===== config.mk =====
export PLATFORM = sky130hd
export DESIGN_NAME = exu_writeback_stage
export DESIGN_NICKNAME = d
export VERILOG_FILES = /design/src/exu_pkg.sv /design/src/exu_writeback_stage.sv
export SDC_FILE = /design/constraint.sdc
export NUM_CORES = 1
export LEC_CHECK = 0
export BUFFER_PORTS_ARGS = -buffer_cell sky130_fd_sc_hd__buf_2
export CAP_MARGIN = 40
export CORE_AREA = 3 3 228 230
export CTS_CLUSTER_SIZE = 16
export DETAILED_ROUTE_END_ITERATION = 10
export DIE_AREA = 0 0 231 233
export PLACE_DENSITY = 0.41
export SLEW_MARGIN = 0
export SYNTH_ARGS = -nofsm -noshare
export SYNTH_HDL_FRONTEND = slang
export SYNTH_SLANG_ARGS = --single-unit

===== constraint.sdc =====
create_clock -name i_clk -period 1.2 [get_ports i_clk]
set_input_delay 0.12 -clock i_clk [delete_from_list [all_inputs] [get_ports i_clk]]
set_output_delay 0.12 -clock i_clk [all_outputs]
set_load 0.02 [all_outputs]

===== src/exu_pkg.sv =====
// exu package with data width, control codes and latency of the execute pipeline
`default_nettype none

package exu_pkg;

  localparam int xlen = 64;

  // cycles from i_valid to o_valid
  localparam int exu_latency = 3;

  typedef enum logic [4:0] {
    alu_add      = 5'b00000,
    alu_sub      = 5'b00001,
    alu_slt      = 5'b00010,
    alu_sltu     = 5'b00011,
    alu_xor      = 5'b00100,
    alu_and      = 5'b00101,
    alu_or       = 5'b00110,
    alu_sll      = 5'b00111,
    alu_srl      = 5'b01000,
    alu_sra      = 5'b01001,
    alu_mul      = 5'b01010,
    alu_copy_imm = 5'b01111,
    alu_mulh     = 5'b11001,
    alu_mulhsu   = 5'b11010,
    alu_mulhu    = 5'b11011
  } alu_ctr_t;

  typedef enum logic [2:0] {
    br_none = 3'b000,
    br_jal  = 3'b001,
    br_jalr = 3'b010,
    br_beq  = 3'b100,
    br_bne  = 3'b101,
    br_blt  = 3'b110,
    br_bge  = 3'b111
  } branch_t;

  typedef enum logic [2:0] {
    mem_lb  = 3'b000,
    mem_lbu = 3'b001,
    mem_lh  = 3'b010,
    mem_lhu = 3'b011,
    mem_lw  = 3'b100,
    mem_lwu = 3'b101,
    mem_ld  = 3'b110
  } memop_t;

  typedef enum logic [1:0] {
    alub_rs2  = 2'b00,
    alub_imm  = 2'b01,
    alub_four = 2'b10
  } alub_sel_t;

  // only two codes have a meaning here, the rest are ignored
  typedef logic [3:0] exctr_t;
  localparam exctr_t exctr_csr_write = 4'b0000;
  localparam exctr_t exctr_ebreak    = 4'b1110;

endpackage

`default_nettype wire


===== src/exu_writeback_stage.sv =====
// exu writeback stage, load extension, gpr and csr write values, ebreak and invalid pulses
`timescale 1ns/10ps
`default_nettype none

module exu_writeback_stage (
  input  wire logic                     i_clk,
  input  wire logic                     i_reset,
  input  wire logic                     i_valid,
  input  wire logic [exu_pkg::xlen-1:0] i_alu_result,
  input  wire logic [exu_pkg::xlen-1:0] i_next_pc,
  input  wire logic [exu_pkg::xlen-1:0] i_src_a,
  input  wire logic [exu_pkg::xlen-1:0] i_rs2,
  input  exu_pkg::memop_t               i_memop,
  input  wire logic                     i_mem_to_reg,
  input  wire logic                     i_sel_csr,
  input  exu_pkg::exctr_t               i_exctr,
  input  wire logic [exu_pkg::xlen-1:0] i_rdata,
  input  wire logic                     i_invalid,
  output logic                          o_valid,
  output logic [exu_pkg::xlen-1:0]      o_alu_result,
  output logic [exu_pkg::xlen-1:0]      o_next_pc,
  output logic [exu_pkg::xlen-1:0]      o_gpr_wdata,
  output logic [exu_pkg::xlen-1:0]      o_csr_wdata,
  output logic                          o_ebreak,
  output logic                          o_invalid
);

  logic [exu_pkg::xlen-1:0] load_data;
  logic [exu_pkg::xlen-1:0] gpr_wdata;

  always_comb begin
    case (i_memop)
      exu_pkg::mem_lb:  load_data = {{56{i_rdata[7]}}, i_rdata[7:0]};
      exu_pkg::mem_lbu: load_data = {56'b0, i_rdata[7:0]};
      exu_pkg::mem_lh:  load_data = {{48{i_rdata[15]}}, i_rdata[15:0]};
      exu_pkg::mem_lhu: load_data = {48'b0, i_rdata[15:0]};
      exu_pkg::mem_lw:  load_data = {{32{i_rdata[31]}}, i_rdata[31:0]};
      exu_pkg::mem_lwu: load_data = {32'b0, i_rdata[31:0]};
      exu_pkg::mem_ld:  load_data = i_rdata;
      default:          load_data = '0;
    endcase
  end

  // csr reads come in on rs2
  assign gpr_wdata = i_mem_to_reg ? load_data : (i_sel_csr ? i_rs2 : i_alu_result);

  always_ff @(posedge i_clk) begin
    if (i_reset) begin
      o_valid   <= 1'b0;
      o_ebreak  <= 1'b0;
      o_invalid <= 1'b0;
    end else begin
      o_valid   <= i_valid;
      o_ebreak  <= i_valid && (i_exctr == exu_pkg::exctr_ebreak);
      o_invalid <= i_valid && i_invalid;
    end
  end

  always_ff @(posedge i_clk) begin
    o_alu_result <= i_alu_result;
    o_next_pc    <= i_next_pc;
    o_gpr_wdata  <= gpr_wdata;
    o_csr_wdata  <= (i_exctr == exu_pkg::exctr_csr_write) ? i_src_a : '0;
  end

endmodule

`default_nettype wire


==> qor.log, run 1 <==
qor: drt.dr.pass1.iters 4
qor: setup_path.cp_slowest_stage_delay 0.33 ns
qor: setup_path.cpMaxStageDelayCell dfxtp_2
qor: clocking.tritoncts_num_sinks 259
qor: global_route.maximum_number_of_pins_on_one_net_before_global_route_repair 41
qor: die.floorplan.core_area 50,070 um^2
qor: drt.drc 0
qor: drt.dr_iter_0_viols 158
qor: clocking.numCtsBuffers 29
qor: finish.finish.net_count 1,858
qor: place.port-buffer-count 591
qor: sta.finalWorstPathRequiredPeriod 1.267 ns
qor: sta.finalCritPeriodShare 105.6%
qor: pwr.power_per_cell_area 1359 nW/um^2
qor: setup_path.worst_setup_path_end_kind output port
qor: drt.ant_nets 0
qor: run.cap_viol_max_count 0
qor: place.dp.final_hpwl 27,050 um
qor: yosys.area_contributors_post_synth dfxtp_1 (70%), mux2i_1 (6.5%), and2_1 (5.5%), a211o_1 (4.6%), mux2_2 (2.4%)
qor: sta.hold_viol_final 0
qor: drt.dr_total_vias 8,041
qor: sta.final_setup_violations 1
qor: clocking.cts-root-buf clkbuf_16
qor: global_route.tot_gr_track_use 12.76%
qor: die.boundaryPins 592
qor: setup_path.worst_setup_path_start_kind register
qor: sta.grt_setup_unrepaired yes
qor: sta.slew_headroom 74.44%
qor: setup_path.worst-endpoint-required 1.08 ns
qor: finish.area_growth_syn_to_layout 121.1%
qor: yosys.synth.cell_area 7405 um^2
qor: outcome.run_status complete, but fails checks
qor: pwr.leakagePower 7.949 nW
qor: drt.drt-vias-per-instance 3.622
qor: die.dieArea 53,820 um^2
qor: sta.slew_violations 0
qor: drt.routed_wl 37,100 um
qor: yosys.library_cell_with_the_largest_summed_area_after_synthesis dfxtp_1
qor: setup_path.critical_path.cell_chain buf_6 -> buf_6
qor: sta.timing.fmax 0.7890 GHz
qor: global_route.wire_length_of_the_first_global_routing_pass 52,490 um
qor: place.gp_congestion 0.7912
qor: finish.post-route-cell-area 16,370 um^2
qor: yosys.synth_seq_cells 259
qor: pwr.worst_ir_drop_vdd 0.001044 V
qor: yosys.synth_top_cell_area_share 70.02%
qor: place.post_dp_cell_area 11,350 um^2
qor: die.die_w 231 um
qor: worst_hold_path.holdCritPathClass primary input to register
qor: yosys.ys.warnings.count 0
qor: clocking.tritoncts built
qor: clocking.clock_tree.buffer_depth 3
qor: yosys.synth_area_per_cell 12.81 um^2
qor: die.floorplan.initialDensity 14.79%
qor: yosys.synth.lib_cells_used.distinct 31
qor: die.placementRows 82
qor: outcome.failed_checks negative setup slack
qor: global_route.grt_pass1_vias 8,853
qor: finish.fraction_of_final_layout_cells_with_drive_strength_greater_than_1 46.93%
qor: pwr.power.total 22.25 mW
qor: global_route.global_route_congestion_overflow_total 0
qor: sta.timing.final.ws_setup -0.06749 ns
qor: setup_path.crit_path_most_repeated_cell buf_6
qor: clocking.cts-htree-levels 1
qor: die.die_y 233 um
qor: setup_path.worst_path_maximum_fanout 1
qor: setup_path.cp_data_arrival_time 1.15 ns
qor: sta.worst_pin_slew 0.3834 ns
qor: yosys.ys_seq_area_share 70.02%
qor: clocking.postCtsSetupBuffers 0
qor: yosys.synth_cells 578
qor: global_route.antenna_found_initial 7
qor: yosys.synthesis.nets 911
qor: clocking.cts.clk_slew.worst_paths 0.06 ns
qor: setup_path.criticalPathCategory register to output port
qor: drt.wl_per_cell 16.71 um
synth_stat cells:
cell type and number:
a31oi_1 1, buf_6 6, o22ai_4 1, mux2_2 16
a211oi_1 1, and2_1 65, clkbuf_2 1, nor4_4 1
clkbuf_1 17, nand2_1 17, o2bb2ai_1 8, o211a_1 1
dfxtp_1 259, and3_1 1, nand4_1 1, mux2i_1 48
a211o_1 39, buf_2 8, o211ai_1 1, and4b_1 1
a21oi_1 16, and2_0 1, o31a_2 1, o21ai_0 16
nor3b_1 1, or3b_4 1, nor2b_1 3, nor2_1 40
nand3_1 2, nand4b_1 1, buf_4 3
placed cells by master (no fill, tap or decap), drive strengths merged, types with 2 or more instances in the layout:
master and n:
clkinv 8, bufinv 3, nand3 2, nand2 17, o21ai 16, a211o 39, nor2 40, dfxtp 259
o2bb2ai 8, clkbuf 41, a21oi 16, dlymetal6s4s 3, nor2b 3, mux2 16, dlygate4sd3 326, buf 620
clkinvlp 2, mux2i 48, and2 66
final cells by class:
| cell class | count | area [um^2] |
|---|---|---|
| clock buffer | 39 | 833.3 |
| timing repair buffer | 951 | 7271 |
| clock inverter | 14 | 161.4 |
| sequential | 259 | 5233 |
| tap | 672 | 840.8 |
| multi-input combinational | 284 | 2028 |
| antenna | 1 | 2.502 |
| fill | 5068 | 33700 |
metal layers:
metal | global-route usage (%) | vias to the layer above | routed length [um]
met4 | 5.346 | 6 | 1449
met2 | 23.96 | 415 | 19080
li1 | - | 3858 | -
met5 | 0 | - | 41
met3 | 3.893 | 71 | 3124
met1 | 13.09 | 3691 | 13400
flip-flops by register name (all words and copies together), names as in the netlist:
name          cells
o_gpr_wdata      64
o_ebreak          1
o_csr_wdata      64
o_alu_result     64
o_next_pc        64
o_invalid         1
o_valid           1
metrics by stage:
step                util, %  worst slack (ns)  hold slack (ns)  instances  setup TNS [ns]
floorplan                 -           0.01838           0.1477        578               0
global placement      22.66           -0.1827           0.2222       1838          -7.567
detailed placement    22.66           -0.2099           0.2236       1838          -9.247
CTS                   32.20           -0.1570         0.004358       2220         -0.2735
global route          32.69           -0.1486          0.04660       2220         -0.2626
finish                32.69          -0.06749          0.01054       2220        -0.06749
report_power, final:
group          internal [mW]  leakage [nW]  total, mW  switching [mW]
registers               9.11          2.17       9.27           0.167
clock network           5.50         0.490       9.22            3.71
logic                   2.06          5.29       3.76            1.70
cells by family (layout without fill, tap and decap cells):
family | Yosys count | in the layout | share of synthesized area, %
flops | 259 | 259 | 70.02
simple gates | 135 | 135 | 9.818
compound gates | 85 | 85 | 8.550
mux | 64 | 64 | 8.922
buf+inv | 35 | 1004 | 2.687
other cells | 0 | 1 | 0
critical path, delay by kind of cell, from the launching register on:
kind | cells | cell delay, ns
flops | 1 | 0.33
buf+inv | 2 | 0.26
repair_timing:
action | 4_1_cts | 5_1_grt
hold endpoints to repair | 259 | 0
resized for setup | 188 | 77
pin swaps | 0 | 1
hold buffers | 329 | 0
endpoints found under the setup margin | 132 | 94
gates cloned | 0 | 2
worst paths after layout:
path / from / end / slack, ns / cells after the start
worst min-delay path: i_rs2[62] / o_gpr_wdata[62]$_DFF_P_ / 0.01 / 4
worst max-delay path: o_gpr_wdata[20]$_DFF_P_ / o_gpr_wdata[20] / -0.07 / 2
Power figures use the tool's default switching activity.
==> run 2: changes to the inputs <==
--- a/config.mk
+++ b/config.mk
@@ -12,6 +12,7 @@
 export DETAILED_ROUTE_END_ITERATION = 10
 export DIE_AREA = 0 0 231 233
 export PLACE_DENSITY = 0.41
+export RECOVER_POWER = 100
 export SLEW_MARGIN = 0
 export SYNTH_ARGS = -nofsm -noshare
 export SYNTH_HDL_FRONTEND = slang
==> run 2 against run 1 <==
Against the previous run:
- the run ends with negative hold slack, negative setup slack left
- design area is 1.4% lower
- power is 0.26% lower
- sequential power hardly changed
- core utilization is 0.44 points lower
- global-route usage stayed put
- combinational power is 2% lower
==> qor.log, run 2 (synthesis results as in run 1) <==
qor: die.die_w 231 um [unchanged]
qor: finish.layout.cells.non_filler 2,220 [unchanged]
qor: finish.most-common-layout-cells buf_2 (333), dlygate4sd3_1 (326), dfxtp_1 (235) [was buf_2 (419), dlygate4sd3_1 (326), dfxtp_1 (225)]
qor: setup_path.worst_setup_path_end_kind output port [unchanged]
qor: worst_hold_path.worstHoldPathCells 4 [unchanged]
qor: sta.hold_viol_final 1 [was 0]
qor: setup_path.cp_data_arrival_time 1.15 ns [about the same]
qor: setup_path.crit_path_most_repeated_cell buf_6 [unchanged]
qor: drt.dr_iter_0_viols 185 [was 158]
qor: outcome.run_status complete, but fails checks [unchanged]
qor: clocking.cts.clk_slew.worst_paths 0.06 ns [about the same]
qor: place.detailedPlace.worstSlack -0.2099 ns [unchanged]
qor: sta.slew_violations 0 [unchanged]
qor: pwr.worst_ir_drop_vdd 0.001029 V [was 0.001044 V]
qor: setup_path.worst-endpoint-required 1.08 ns [about the same]
qor: finish.finish.net_count 1,858 [unchanged]
qor: setup_path.cp-endpoint o_gpr_wdata[20] [unchanged]
qor: global_route.maximum_number_of_pins_on_one_net_before_global_route_repair 41 [unchanged]
qor: die.boundaryPins 592 [unchanged]
qor: drt.routed_wl 37,100 um [about the same]
qor: outcome.failed_checks negative hold slack, negative setup slack [was negative setup slack]
qor: sta.finalWorstPathRequiredPeriod 1.271 ns [was 1.267 ns]
qor: setup_path.worst_setup_path_start_kind register [unchanged]
qor: sta.worst_pin_slew 0.5128 ns [was 0.3834 ns]
qor: die.placementRows 82 [unchanged]
qor: setup_path.cpMaxStageDelayCell dfxtp_2 [unchanged]
qor: pwr.power_per_cell_area 1374 nW/um^2 [was 1359 nW/um^2]
qor: setup_path.count_of_buffering_cells_on_the_critical_path_with_inverters_included 2 [unchanged]
qor: setup_path.worstSetupStartpoint o_gpr_wdata[20]$_DFF_P_ [unchanged]
qor: die.floorplan.core_area 50,070 um^2 [unchanged]
qor: drt.dr_total_vias 8,054 [was 8,041]
qor: setup_path.critical_path.cell_chain buf_6 -> buf_6 [unchanged]
qor: setup_path.criticalPathCategory register to output port [unchanged]
qor: setup_path.path_depth 2 [unchanged]
qor: die.floorplan.initialDensity 14.79% [unchanged]
qor: clocking.postCtsSetupBuffers 0 [unchanged]
qor: drt.dr.pass1.iters 4 [unchanged]
qor: pwr.leakagePower 7.730 nW [was 7.949 nW]
qor: global_route.global_route_congestion_overflow_total 0 [unchanged]
qor: place.gp_congestion 0.7912 [unchanged]
qor: die.die_y 233 um [unchanged]
qor: global_route.tot_gr_track_use 12.76% [unchanged]
qor: worst_hold_path.holdCritPathClass primary input to register [unchanged]
qor: sta.final_setup_violations 41 [was 1]
qor: run.cap_viol_max_count 0 [unchanged]
qor: sta.slew_headroom 65.81% [was 74.44%]
qor: global_route.antenna_found_initial 6 [was 7]
qor: place.dp.final_hpwl 27,050 um [unchanged]
qor: setup_path.worst_path_maximum_fanout 1 [unchanged]
qor: drt.drc 0 [unchanged]
qor: drt.ant_nets 0 [unchanged]
qor: die.dieArea 53,820 um^2 [unchanged]
qor: clocking.cts-htree-levels 1 [unchanged]
qor: finish.area_growth_syn_to_layout 118.1% [was 121.1%]
qor: finish.fraction_of_final_layout_cells_with_drive_strength_greater_than_1 42.40% [was 46.93%]
qor: sta.finalCritPeriodShare 105.9% [was 105.6%]
qor: global_route.grt_pass1_vias 8,853 [unchanged]
qor: drt.wl_per_cell 16.71 um [about the same]
qor: clocking.tritoncts_num_sinks 259 [unchanged]
qor: finish.layout_filler_cell_count 5,117 [was 5,068]
qor: clocking.numCtsBuffers 29 [unchanged]
qor: sta.timing.final.ws_setup -0.07122 ns [was -0.06749 ns]
qor: sta.grt_setup_unrepaired yes [unchanged]
qor: place.port-buffer-count 591 [unchanged]
qor: sta.timing.fmax 0.7866 GHz [was 0.7890 GHz]
qor: global_route.wire_length_of_the_first_global_routing_pass 52,490 um [unchanged]
qor: place.placedCellCount 1,838 [unchanged]
qor: clocking.tritoncts built [unchanged]
qor: drt.drt-vias-per-instance 3.628 [was 3.622]
qor: sta.hold_slack -0.004789 ns [was 0.01054 ns]
qor: finish.layout_commonest_cell buf_2 [unchanged]
qor: clocking.clock_tree.buffer_depth 3 [unchanged]
qor: setup_path.cp_slowest_stage_delay 0.34 ns [was 0.33 ns]
qor: setup_path.crit_path_leading_delay_family flip-flops [unchanged]
qor: clocking.cts-root-buf clkbuf_16 [unchanged]
[run 2: cell count changes in the layout (fill, tap and decap cells not counted), sizes merged]
cell	delta
clkbuf	+103
buf	-103
[run 2: worst min path at each step]
stage,startpoint,to,slack (ns)
floorplan,i_alu_result[0],o_alu_result[0]$_DFF_P_,0.15
CTS,i_memop[2],o_gpr_wdata[15]$_DFF_P_,0.004
global route,i_rs2[17],o_gpr_wdata[17]$_DFF_P_,0.05
finish,i_rs2[62],o_gpr_wdata[62]$_DFF_P_,-0.005
detailed placement,i_next_pc[38],o_next_pc[38]$_DFF_P_,0.22
global placement,i_next_pc[36],o_next_pc[36]$_DFF_P_,0.22
[run 2: area by class of cell]
class	count	area, um^2	area share, %
Clock inverter	14	161.4	0.9996
Sequential cell	259	5220	32.33
Tap cell	672	840.8	5.207
Multi-Input combinational cell	284	2002	12.40
Timing Repair Buffer	951	7087	43.89
Clock buffer	39	833.3	5.161
Antenna cell	1	2.502	0.01550
[run 2: power by group]
group | leakage [nW] | internal [mW] | switching (mW)
Combinational | 5.07 | 2.00 | 1.69
Sequential | 2.17 | 9.10 | 0.168
Clock | 0.490 | 5.50 | 3.73
[run 2: routing by layer]
metal / share of wire (%) / vias up / global-route usage [%] / routed length, um
met5: 0.073 / - / 0 / 27
met4: 4.2 / 4 / 5.346 / 1553
met3: 8.5 / 72 / 3.893 / 3157
met2: 51 / 411 / 23.96 / 18990
met1: 36 / 3707 / 13.09 / 13380
li1: - / 3860 / - / -
[run 2: per-stage QoR]
step / power [mW] / setup TNS (ns) / cell area (um^2) / util [%]
after floorplan: 10.59 / 0 / 7405 / -
after CTS: 22.53 / -0.2735 / 16120 / 32.20
after detailed placement: 12.04 / -9.247 / 11350 / 22.66
after global placement: 12.03 / -7.567 / 11350 / 22.66
after global routing: 23.15 / -4.582 / 16150 / 32.25
final: 22.19 / -0.9889 / 16150 / 32.25
[run 2: timing repair]
| action | CTS | global route |
|---|---|---|
| endpoints found under the hold margin | 259 | 0 |
| resized for setup | 188 | 77 |
| hold buffers | 329 | 0 |
| endpoints found under the setup margin | 132 | 94 |
| gates cloned | 0 | 2 |
| pin swaps | 0 | 1 |
