### config.mk
export PLATFORM = sky130hd
export DESIGN_NAME = exu_operand_stage
export DESIGN_NICKNAME = d
export VERILOG_FILES = /design/src/exu_pkg.sv /design/src/exu_operand_stage.sv
export SDC_FILE = /design/constraint.sdc
export NUM_CORES = 1
export LEC_CHECK = 0
export ABC_AREA = 1
export ABC_CLOCK_PERIOD_IN_PS = 1750
export BUFFER_PORTS_ARGS = -buffer_cell sky130_fd_sc_hd__buf_2
export CORE_AREA = 3 3 320 322
export CTS_BUF_LIST = sky130_fd_sc_hd__clkbuf_8
export CTS_CLUSTER_DIAMETER = 120
export DETAILED_ROUTE_END_ITERATION = 16
export DIE_AREA = 0 0 323 325
export PLACE_DENSITY = 0.42
export REMOVE_ABC_BUFFERS = 1
export SYNTH_ARGS = -nofsm -noshare
export SYNTH_HDL_FRONTEND = slang
export SYNTH_SLANG_ARGS = --single-unit
### constraint.sdc
create_clock -name i_clk -period 1.75 [get_ports i_clk]
set_clock_uncertainty 0.15 [all_clocks]
set_input_delay 0.2625 -clock i_clk [delete_from_list [all_inputs] [get_ports i_clk]]
set_output_delay 0.2625 -clock i_clk [all_outputs]
set_load 0.01 [all_outputs]
### src/exu_pkg.sv
// exu package with data width, control codes and latency of the execute pipeline
`default_nettype none

package exu_pkg;

  localparam int xlen = 64;

  // cycles from i_valid to o_valid
  localparam int exu_latency = 3;

  typedef enum logic [4:0] {
    alu_add      = 5'b00000,
    alu_sub      = 5'b00001,
    alu_slt      = 5'b00010,
    alu_sltu     = 5'b00011,
    alu_xor      = 5'b00100,
    alu_and      = 5'b00101,
    alu_or       = 5'b00110,
    alu_sll      = 5'b00111,
    alu_srl      = 5'b01000,
    alu_sra      = 5'b01001,
    alu_mul      = 5'b01010,
    alu_copy_imm = 5'b01111,
    alu_mulh     = 5'b11001,
    alu_mulhsu   = 5'b11010,
    alu_mulhu    = 5'b11011
  } alu_ctr_t;

  typedef enum logic [2:0] {
    br_none = 3'b000,
    br_jal  = 3'b001,
    br_jalr = 3'b010,
    br_beq  = 3'b100,
    br_bne  = 3'b101,
    br_blt  = 3'b110,
    br_bge  = 3'b111
  } branch_t;

  typedef enum logic [2:0] {
    mem_lb  = 3'b000,
    mem_lbu = 3'b001,
    mem_lh  = 3'b010,
    mem_lhu = 3'b011,
    mem_lw  = 3'b100,
    mem_lwu = 3'b101,
    mem_ld  = 3'b110
  } memop_t;

  typedef enum logic [1:0] {
    alub_rs2  = 2'b00,
    alub_imm  = 2'b01,
    alub_four = 2'b10
  } alub_sel_t;

  // only two codes have a meaning here, the rest are ignored
  typedef logic [3:0] exctr_t;
  localparam exctr_t exctr_csr_write = 4'b0000;
  localparam exctr_t exctr_ebreak    = 4'b1110;

endpackage

`default_nettype wire

### src/exu_operand_stage.sv
// exu operand stage, registers the instruction and forms the word-cut alu operands
`timescale 1ns/10ps
`default_nettype none

module exu_operand_stage (
  input  wire logic                     i_clk,
  input  wire logic                     i_reset,
  input  wire logic                     i_valid,
  input  wire logic [exu_pkg::xlen-1:0] i_rs1,
  input  wire logic [exu_pkg::xlen-1:0] i_rs2,
  input  wire logic [exu_pkg::xlen-1:0] i_imm,
  input  wire logic [exu_pkg::xlen-1:0] i_pc,
  input  wire logic                     i_alua_src,
  input  exu_pkg::alub_sel_t            i_alub_src,
  input  exu_pkg::alu_ctr_t             i_alu_ctr,
  input  wire logic                     i_word_cut,
  input  exu_pkg::branch_t              i_branch,
  input  exu_pkg::memop_t               i_memop,
  input  wire logic                     i_mem_to_reg,
  input  wire logic                     i_sel_csr,
  input  exu_pkg::exctr_t               i_exctr,
  input  wire logic [exu_pkg::xlen-1:0] i_rdata,
  input  wire logic                     i_is_invalid_inst,
  output logic                          o_valid,
  output logic [exu_pkg::xlen-1:0]      o_src_a,
  output logic [exu_pkg::xlen-1:0]      o_src_b,
  output logic [exu_pkg::xlen-1:0]      o_rs1,
  output logic [exu_pkg::xlen-1:0]      o_rs2,
  output logic [exu_pkg::xlen-1:0]      o_imm,
  output logic [exu_pkg::xlen-1:0]      o_pc,
  output exu_pkg::alu_ctr_t             o_alu_ctr,
  output logic                          o_word_cut,
  output exu_pkg::branch_t              o_branch,
  output exu_pkg::memop_t               o_memop,
  output logic                          o_mem_to_reg,
  output logic                          o_sel_csr,
  output exu_pkg::exctr_t               o_exctr,
  output logic [exu_pkg::xlen-1:0]      o_rdata,
  output logic                          o_invalid
);

  logic [exu_pkg::xlen-1:0] rs1_cut;
  logic [exu_pkg::xlen-1:0] rs2_cut;
  logic [exu_pkg::xlen-1:0] imm_cut;
  logic [exu_pkg::xlen-1:0] src_b;

  // word ops see only the low half, zero extended
  assign rs1_cut = i_word_cut ? {32'b0, i_rs1[31:0]} : i_rs1;
  assign rs2_cut = i_word_cut ? {32'b0, i_rs2[31:0]} : i_rs2;
  assign imm_cut = i_word_cut ? {32'b0, i_imm[31:0]} : i_imm;

  always_comb begin
    case (i_alub_src)
      exu_pkg::alub_rs2:  src_b = rs2_cut;
      exu_pkg::alub_imm:  src_b = imm_cut;
      exu_pkg::alub_four: src_b = exu_pkg::xlen'(4);
      default:            src_b = '0;
    endcase
  end

  always_ff @(posedge i_clk) begin
    if (i_reset) begin
      o_valid <= 1'b0;
    end else begin
      o_valid <= i_valid;
    end
  end

  always_ff @(posedge i_clk) begin
    o_src_a      <= i_alua_src ? i_pc : rs1_cut;
    o_src_b      <= src_b;
    o_rs1        <= i_rs1;
    o_rs2        <= i_rs2;
    o_imm        <= i_imm;
    o_pc         <= i_pc;
    o_alu_ctr    <= i_alu_ctr;
    o_word_cut   <= i_word_cut;
    o_branch     <= i_branch;
    o_memop      <= i_memop;
    o_mem_to_reg <= i_mem_to_reg;
    o_sel_csr    <= i_sel_csr;
    o_exctr      <= i_exctr;
    o_rdata      <= i_rdata;
    o_invalid    <= i_is_invalid_inst;
  end

endmodule

`default_nettype wire

==> results.toml, run 1 <==
[status]
outcome = "finished, violations left"
violations = "setup timing"

[yosys]
ys_warn_count = 0
yosys_most_used_dff = "dfxtp_1"
synth_top_area_cell = "dfxtp_1"
synth-seq-area-share = 0.815
avgSynthCellArea_um2 = 11.3
syn_area_um2 = 11500
async_flop_share = 0
ys_seq_elements = 468
yosysMostFrequentCell = "dfxtp_1"
yosysTopAreaCellShare = 0.815
synth_edf_count = 0
synth_area_leaders = "dfxtp_1 (81%), nand2_1 (13%), inv_1 (2.2%)"
synth_cells = 1021
synth.top_cells.by_count = "dfxtp_1 (468), nand2_1 (383), inv_1 (67)"
synth_cell_types = 9

[timing]
finalCritPeriodShare = 1.01
fin_crit_ns = 1.77
worstMarginPinSlew_ns = 0.817
setup_tns_ns = -0.0162
finalSetupViolations = 1
layout_setup_ws_ns = -0.0162
finalMaxSlewViolations = 0
max_slew_margin = 0.454
whs_ns = 0.0480
hold_viol = 0
fmax_ghz = 0.566

[clocking]
cts_buffers = 86
clock_sinks = 468
post_cts_buffers = 0
clk_path_buf_depth = 3
cts_htree_levels = 3
cts-root-buf = "clkbuf_8"
tritoncts = "done"
clk_pin_slew_ns = 0.06

[die]
pin_count = 813
start_util = 0.115
fp.dieArea_um2 = 105000
die_w_um = 323
die_y_um = 325
coreArea_um2 = 99900
std_cell_rows = 116

[global_routing]
busiest_layer = "met2"
use_met3 = 0.0478
grt_max_degree = 66
antenna_found_initial = 10
grt_pass1_vias = 13800
grt_usage = 0.120
grtUsageMet1 = 0.127
grt-ovfl-total = 0
grt_pass1_wl_um = 91600
grt_util_met2 = 0.208

[drt]
wl_per_cell_um = 16.9
drt_iter0_drc = 405
post-route-drc-count = 0
routed_wl_um = 65300
ant_nets = 0
via_count = 12500
drtPass1Iterations = 4
vias_per_cell = 3.22

[setup_path]
setup.worst_path.class = "primary input to register"
path_max_fanout = 2
cp-start-kind = "primary input"
worstPathRequired_ns = 2.15
endpoint_kind = "register"
cp.arrival_ns = 2.17

[place]
port_buffers = 812
dp_slack_ns = 0.199
dpl.hpwl_um = 45500
gp_congestion = 0.825
placed_cells = 3110
placed_cell_area_um2 = 17200

[final_layout]
post_route_cells_drive_above_1_share = 0.384
stdcell_area_um2 = 25200
n_fill_cell = 10600
final_core_util = 0.253
syn_to_final_growth_pct = 119
fin_nets = 2840
fin_cells = 3866

[pwr]
max-vdd-ir-drop_mv = 0.597
leakage_nw = 12.4
total_power_mw = 26.2
powerDensity_nw_per_um2 = 1040

[worst_hold_path]
worstHoldPathType = "primary input to register"

[job]
drv_cap = 0
[what timing repair did]
action	CTS	global route
hold buffers	598	0
setup endpoints to repair	45	31
gates cloned	0	0
gates resized for setup	61	1
hold endpoints to repair	468	0
[placed cells by master, fill, tap and decap left out, drive strengths merged]
cell type and n:
buf 822, dlygate4sd3 595, dfxtp 468, nand2 383
clkbuf 107, inv 94, nor2 68, diode 8
clkinv 8, bufinv 7, clkinvlp 6, nand3 2
[logic make-up (layout without fill, tap and decap cells)]
group                  Yosys count  after routing  synth area share
buffers and inverters          100           1639            0.0357
other                            0              8                 0
DFF                            468            468             0.815
and+or+nand+nor                453            453             0.149
[layer usage]
metal | part of all wire | wire, µm | up-vias
met5 | 0.00066 | 43 | -
met4 | 0.040 | 2630 | 6
met3 | 0.094 | 6160 | 147
met2 | 0.48 | 31600 | 604
met1 | 0.38 | 24900 | 5693
li1 | - | - | 6006
[critical path: stages]
cell and delay (ns):
dlygate4sd3_1 0.62, nand3_1 0.11, dlygate4sd3_1 0.55, nand3_1 0.07, dlygate4sd3_1 0.56
[path summary, 6_finish.rpt]
| check | from | to | slack [ns] | cells past startpoint |
|---|---|---|---|---|
| worst max-delay path | i_imm[2] | o_src_b[2] | -0.02 | 5 |
| worst min-delay path | i_alub_src[0] | o_src_b[29] | 0.05 | 5 |
[report_power, final]
part	switching, mW	internal [mW]	leakage, nW	total (mW)
Clock	4.94	6.54	1.03	11.5
Sequential	0.209	11.3	3.94	11.5
Combinational	1.53	1.73	7.47	3.26
[layout make-up]
cell class | instances | area, µm² | area share
Timing Repair Buffer | 1418 | 10300 | 0.408
Sequential cell | 468 | 9410 | 0.373
Multi-Input combinational cell | 453 | 1730 | 0.0684
Tap cell | 1298 | 1620 | 0.0644
Clock buffer | 106 | 1460 | 0.0579
Clock inverter | 47 | 429 | 0.0170
Inverter | 68 | 255 | 0.0101
Antenna cell | 8 | 20.0 | 0.000794
(Power assumes the default switching activity.)
==> run 2: changes to the inputs <==
--- a/config.mk
+++ b/config.mk
@@ -13,7 +13,7 @@
 export CTS_CLUSTER_DIAMETER = 120
 export DETAILED_ROUTE_END_ITERATION = 16
 export DIE_AREA = 0 0 323 325
-export PLACE_DENSITY = 0.42
+export PLACE_DENSITY = 0.41
 export REMOVE_ABC_BUFFERS = 1
 export SYNTH_ARGS = -nofsm -noshare
 export SYNTH_HDL_FRONTEND = slang
==> run 2 against run 1 <==
The run now ends clean. Utilization barely moved. Largest power group unchanged. Critical path depth rose by 2. Die area did not move. Non-clock buffer count rose by 8. Global-route usage rose by 0.40 points. Wire length rose by 3.0%. Design area rose by 0.16%. Fmax rose by 4.0%. Sequential power barely moved. Sequential share of layout area fell by 0.079 points.
==> results.toml, run 2 (synthesis results as in run 1) <==
[clocking]
cts_htree_levels = 3
cts_buffers = 86
cts-root-buf = "clkbuf_8"
clk_pin_slew_ns = 0.06
tritoncts = "done"
clock_sinks = 468
clk_path_buf_depth = 3

[die]
die_y_um = 325
coreArea_um2 = 99900
std_cell_rows = 116
die_w_um = 323
pin_count = 813
start_util = 0.115
fp.dieArea_um2 = 105000

[setup_path]
startpoint = "i_alub_src[1]"
cp-start-kind = "primary input"
cp.arrival_ns = 2.17
worstPathRequired_ns = 2.22
path_max_fanout = 37
setup.worst_path.class = "primary input to register"
endpoint_kind = "register"

[global_routing]
grt_pass1_wl_um = 93700
grt_pass1_vias = 13700
grt_max_degree = 57
grt_usage = 0.124
grt-ovfl-total = 0
antenna_found_initial = 13

[final_layout]
fin_nets = 2848
layout_commonest_cell = "buf_2"
syn_to_final_growth_pct = 120
final_core_util = 0.253
final_cell_mix = "buf_2 (769), dlygate4sd3_1 (604), dfxtp_1 (447), nand2_1 (383), clkbuf_8 (103)"
post_route_cells_drive_above_1_share = 0.378
stdcell_area_um2 = 25300
n_fill_cell = 10600

[drt]
via_count = 12500
post-route-drc-count = 0
routed_wl_um = 67300
vias_per_cell = 3.22
drt_iter0_drc = 385
ant_nets = 0
wl_per_cell_um = 17.4
drtPass1Iterations = 7

[pwr]
max-vdd-ir-drop_mv = 0.711
leakage_nw = 12.5
powerDensity_nw_per_um2 = 1020

[worst_hold_path]
hp-start = "i_rs1[4]"
worstHoldPathType = "primary input to register"

[timing]
fmax_ghz = 0.589
finalMaxSlewViolations = 0
rsz0062_at_grt = "true"
fin_crit_ns = 1.70
finalCritPeriodShare = 0.971
hold_viol = 0
worstMarginPinSlew_ns = 0.344
finalSetupViolations = 0
max_slew_margin = 0.770

[place]
port_buffers = 812
gp_congestion = 0.783
dpl.hpwl_um = 48700
placed_cell_area_um2 = 17200

[job]
drv_cap = 0

[status]
outcome = "finished clean"
==> run 2: worst paths after layout <==
check           to  slack (ns)  depth (start not counted)
max    o_src_b[47]        0.05                          7
min       o_rs1[4]        0.10                          2
==> run 2: what timing repair did <==
item	4_1_cts	5_1_grt
hold buffers	604	0
resized for setup	79	1
buffers inserted	0	0
endpoints found under the hold margin	468	0
endpoints found under the setup margin	51	1
pin swaps	0	0
==> run 2: worst max-delay path: stages <==
cell	delay, ns
dlygate4sd3_1	0.53
buf_2	0.17
nor2_4	0.10
dlygate4sd3_1	0.67
buf_12	0.24
nand2_1	0.08
nand2_1	0.07
==> run 2: report_power, final <==
group / switching (mW) / internal (mW)
clock network: 4.97 / 5.85
registers: 0.197 / 11.3
logic: 1.58 / 1.77
total: 6.75 / 18.9
==> run 2: layout make-up <==
class / count / area (µm²) / share of cell area
Sequential cell: 468 / 9400 / 0.372
Multi-Input combinational cell: 453 / 1730 / 0.0683
Inverter: 68 / 255 / 0.0101
Clock inverter: 53 / 358 / 0.0142
Timing Repair Buffer: 1426 / 10500 / 0.414
Antenna cell: 7 / 17.5 / 0.000694
Clock buffer: 103 / 1420 / 0.0561
Tap cell: 1298 / 1620 / 0.0643
==> run 2: layer usage <==
metal | up-vias | track usage | routed length [µm]
li1 | 6025 | - | -
met3 | 148 | 0.0511 | 6890
met2 | 614 | 0.207 | 31300
met5 | - | 0 | 65
met1 | 5682 | 0.135 | 25900
met4 | 10 | 0.0607 | 3170
==> run 2: through the flow <==
step | power [mW] | TNS (ns) | instances | worst slack, ns | hold slack [ns]
final | 25.7 | 0 | 3876 | 0.0516 | 0.102
after global routing | 26.9 | -0.00400 | 3871 | -0.00400 | 0.0311
after CTS | 26.2 | -0.0277 | 3869 | -0.0277 | 0.0000753
after detailed placement | 13.9 | 0 | 3109 | 0.426 | 0.216
after global placement | 14.0 | 0 | 3109 | 0.432 | 0.214
after floorplan | 12.3 | 0 | 989 | 0.130 | 0.140
==> run 3: changes to the inputs <==
--- a/config.mk
+++ b/config.mk
@@ -5,16 +5,16 @@
 export SDC_FILE = /design/constraint.sdc
 export NUM_CORES = 1
 export LEC_CHECK = 0
-export ABC_AREA = 1
 export ABC_CLOCK_PERIOD_IN_PS = 1750
 export BUFFER_PORTS_ARGS = -buffer_cell sky130_fd_sc_hd__buf_2
-export CORE_AREA = 3 3 320 322
+export CORE_AREA = 3 3 318 320
 export CTS_BUF_LIST = sky130_fd_sc_hd__clkbuf_8
 export CTS_CLUSTER_DIAMETER = 120
 export DETAILED_ROUTE_END_ITERATION = 16
-export DIE_AREA = 0 0 323 325
+export DIE_AREA = 0 0 321 323
 export PLACE_DENSITY = 0.41
 export REMOVE_ABC_BUFFERS = 1
 export SYNTH_ARGS = -nofsm -noshare
 export SYNTH_HDL_FRONTEND = slang
 export SYNTH_SLANG_ARGS = --single-unit
+export TNS_END_PERCENT = 20
==> run 3 against run 2 <==
The run now fails in clock tree synthesis (4_1_cts). Area after synthesis is 3.3% lower. Synthesized cell count shrank 32%.
==> results.toml, run 3 <==
[die]
die_y_um = 323
start_util = 0.113
std_cell_rows = 115
pin_count = 813
die_w_um = 321

[yosys]
yosysTopAreaCellShare = 0.843
syn_area_um2 = 11100
async_flop_share = 0
synth.top_cells.by_count = "dfxtp_1 (468), mux2i_1 (63), nor2_1 (54)"
synth_top_area_cell = "dfxtp_1"
synth_edf_count = 0
yosys_most_used_dff = "dfxtp_1"
ys_warn_count = 0
avgSynthCellArea_um2 = 16.1
synth_cell_types = 17
ys_seq_elements = 468
synth_area_leaders = "dfxtp_1 (84%), mux2i_1 (5.7%), mux2_2 (3.2%)"
yosysMostFrequentCell = "dfxtp_1"
synth_cells = 691
synth-seq-area-share = 0.843

[status]
lastStage = "clock tree synthesis (4_1_cts)"
outcome = "did not finish"
firstError = "[ERROR RSZ-0060] Max buffer count reached."

[place]
placed_cell_area_um2 = 16700
gp_congestion = 0.835
dpl.hpwl_um = 37600
port_buffers = 812

[clocking]
clock_sinks = 468
cts_buffers = 81
cts-root-buf = "clkbuf_8"
post_cts_buffers = 0
cts_htree_levels = 3
cts_resized = 34
ctsHoldBuffers = 584
clk_path_buf_depth = 3
## run 3: cell count changes after synthesis, moves of 5 or more
cell / delta
a22o_1: +31
buf_2: -19
buf_4: +8
buf_6: +5
inv_1: -67
mux2_2: +32
mux2i_1: +63
nand2_1: -382
nor2_1: -12
nor2_2: +10
## run 3: kinds of logic after synthesis
logic type | count (synthesis) | synth area share
compound gates | 33 | 0.0253
buf+inv | 25 | 0.0155
simple gates | 70 | 0.0269
mux | 95 | 0.0892
flops | 468 | 0.843
## run 3: metrics by stage
stage	TNS (ns)	std cells	worst slack, ns
after floorplan	0	666	0.0506
after global placement	-2.97	2771	-0.114
after detailed placement	-4.22	2771	-0.155
==> run 4: changes to the inputs <==
--- a/config.mk
+++ b/config.mk
@@ -7,12 +7,10 @@
 export LEC_CHECK = 0
 export ABC_CLOCK_PERIOD_IN_PS = 1750
 export BUFFER_PORTS_ARGS = -buffer_cell sky130_fd_sc_hd__buf_2
-export CORE_AREA = 3 3 318 320
-export CTS_BUF_LIST = sky130_fd_sc_hd__clkbuf_8
-export CTS_CLUSTER_DIAMETER = 120
+export CORE_AREA = 3 3 315 317
 export DETAILED_ROUTE_END_ITERATION = 16
-export DIE_AREA = 0 0 321 323
-export PLACE_DENSITY = 0.41
+export DIE_AREA = 0 0 318 320
+export PLACE_DENSITY_LB_ADDON = 0.15
 export REMOVE_ABC_BUFFERS = 1
 export SYNTH_ARGS = -nofsm -noshare
 export SYNTH_HDL_FRONTEND = slang
==> run 4 against run 3 <==
The run now ends clean. Area after synthesis unchanged. Synthesized cell count unchanged.
==> results.toml, run 4 <==
[setup_path]
cp-start-kind = "primary input"
max_stage_delay_ns = 0.80
cp_cell_sequence = "dlygate4sd3_1 -> buf_2 -> nor2_4 -> a22o_1"
endpoint_kind = "register"
cp.arrival_ns = 2.09
cp_top_family = "simple AND/OR/NAND/NOR gates"
path_max_fanout = 31
worstPathBufferInverterCount = 2
setup.worst_path.class = "primary input to register"
worstPathRequired_ns = 2.15
cp_slowest_cell = "nor2_4"

[yosys]
async_flop_share = 0
yosys_most_used_dff = "dfxtp_1"
synth-seq-area-share = 0.843
yosysTopAreaCellShare = 0.843
synth-compound-area-share = 0.0253
ys_seq_elements = 468
synth_xor_area_frac = 0
syn_area_um2 = 11100
synth_cell_types = 17
synth-simple-area-share = 0.0269
synth.area.mux_share = 0.0892
synth_fa_ha_area_frac = 0
synth_area_leaders = "dfxtp_1 (84%), mux2i_1 (5.7%), mux2_2 (3.2%)"
avgSynthCellArea_um2 = 16.1
synth_top_area_cell = "dfxtp_1"
ys_warn_count = 0
synth_cells = 691
synth_edf_count = 0
yosysMostFrequentCell = "dfxtp_1"
synth.top_cells.by_count = "dfxtp_1 (468), mux2i_1 (63), nor2_1 (54)"
synth_top_family_by_area = "multiplexers"

[final_layout]
syn_to_final_growth_pct = 98.7
post_route_cells_drive_above_1_share = 0.495
final_cell_mix = "buf_2 (810), dfxtp_1 (468), dlygate4sd3_1 (343), mux2i_1 (63), clkbuf_16 (56)"
fin_nets = 2231
fin_cells = 3209
layout_commonest_cell = "buf_2"
final_core_util = 0.229

[global_routing]
antenna_found_initial = 4
grt_pass1_vias = 11000
grt_pass1_wl_um = 70900
grt-ovfl-total = 0
grt_usage = 0.0925
grt_max_degree = 39

[drt]
wl_per_cell_um = 15.4
post-route-drc-count = 0
ant_nets = 0
routed_wl_um = 49400
drt_iter0_drc = 227
vias_per_cell = 3.04
drtPass1Iterations = 4
via_count = 9752

[timing]
fmax_ghz = 0.592
hold_viol = 0
max_slew_margin = 0.277
worstMarginPinSlew_ns = 1.08
fin_crit_ns = 1.69
finalSetupViolations = 0
rsz0062_at_grt = "true"
finalCritPeriodShare = 0.965
finalMaxSlewViolations = 0

[status]
outcome = "finished clean"

[place]
port_buffers = 812
gp_congestion = 0.763
dpl.hpwl_um = 37900
placed_cells = 2761

[die]
die_w_um = 318
fp.dieArea_um2 = 102000
std_cell_rows = 114
pin_count = 813
coreArea_um2 = 96600
start_util = 0.115
die_y_um = 320

[clocking]
cts_buffers = 56
post_cts_buffers = 0
cts_htree_levels = 2
cts-root-buf = "clkbuf_16"
clk_pin_slew_ns = 0.06
tritoncts = "done"
clock_sinks = 468
clk_path_buf_depth = 3

[job]
drv_cap = 0

[worst_hold_path]
worstHoldPathType = "primary input to register"

[pwr]
powerDensity_nw_per_um2 = 1180
max-vdd-ir-drop_mv = 0.786
leakage_nw = 10.4
==> run 4: metrics by stage <==
step           setup TNS [ns]  setup slack, ns  cell area [µm²]  power, mW  hold slack, ns
3_3_place_gp            -2.30          -0.0934            16700       13.7           0.216
6_report                    0           0.0605            22100       26.1           0.103
4_1_cts                     0          0.00785            22100       26.7          0.0479
2_1_floorplan               0           0.0506            10900       12.2           0.140
3_5_place_dp            -2.90           -0.133            16700       13.7           0.216
5_1_grt                -0.100          -0.0199            22100       27.3          0.0638
==> run 4: path summary, 6_finish.rpt <==
path | depth (start not counted) | from | slack [ns] | to
min | 4 | i_alua_src | 0.10 | o_src_a[62]
max | 4 | i_word_cut | 0.06 | o_src_a[34]
==> run 4: final cells by class <==
cell class	instances	area, µm²
clock buffers	79	1610
diodes	1	2.50
repair buffers	1162	7600
fillers	10400	74500
clock inverters	25	328
multi-input cells	198	1580
well taps	1276	1600
flip-flops and latches	468	9370
==> run 4: kinds of logic (layout without fill, tap and decap cells) <==
| kind of cell | after synthesis | count (layout) |
|---|---|---|
| buffers and inverters | 25 | 1266 |
| muxes | 95 | 95 |
| and+or+nand+nor | 70 | 70 |
| AOI/OAI and AO/OA | 33 | 33 |
| DFF | 468 | 468 |
| other | 0 | 1 |
==> run 4: layer usage <==
| metal | GRT usage | vias to the layer above | share of wire |
|---|---|---|---|
| li1 | - | 4676 | - |
| met1 | 0.0901 | 4555 | 0.35 |
| met2 | 0.179 | 430 | 0.55 |
| met3 | 0.0285 | 91 | 0.075 |
| met4 | 0.0392 | 0 | 0.032 |
| met5 | 0 | - | 0 |
==> run 4: what timing repair did <==
action / 4_1_cts / 5_1_grt
setup endpoints to repair: 0 / 31
hold endpoints to repair: 468 / 0
gates resized for setup: 0 / 0
hold buffers: 343 / 0
==> run 4: where the power goes <==
| group | switching [mW] | internal, mW |
|---|---|---|
| Clock | 4.75 | 7.31 |
| Combinational | 1.21 | 1.38 |
| Sequential | 0.163 | 11.3 |
| Total | 6.12 | 20.0 |
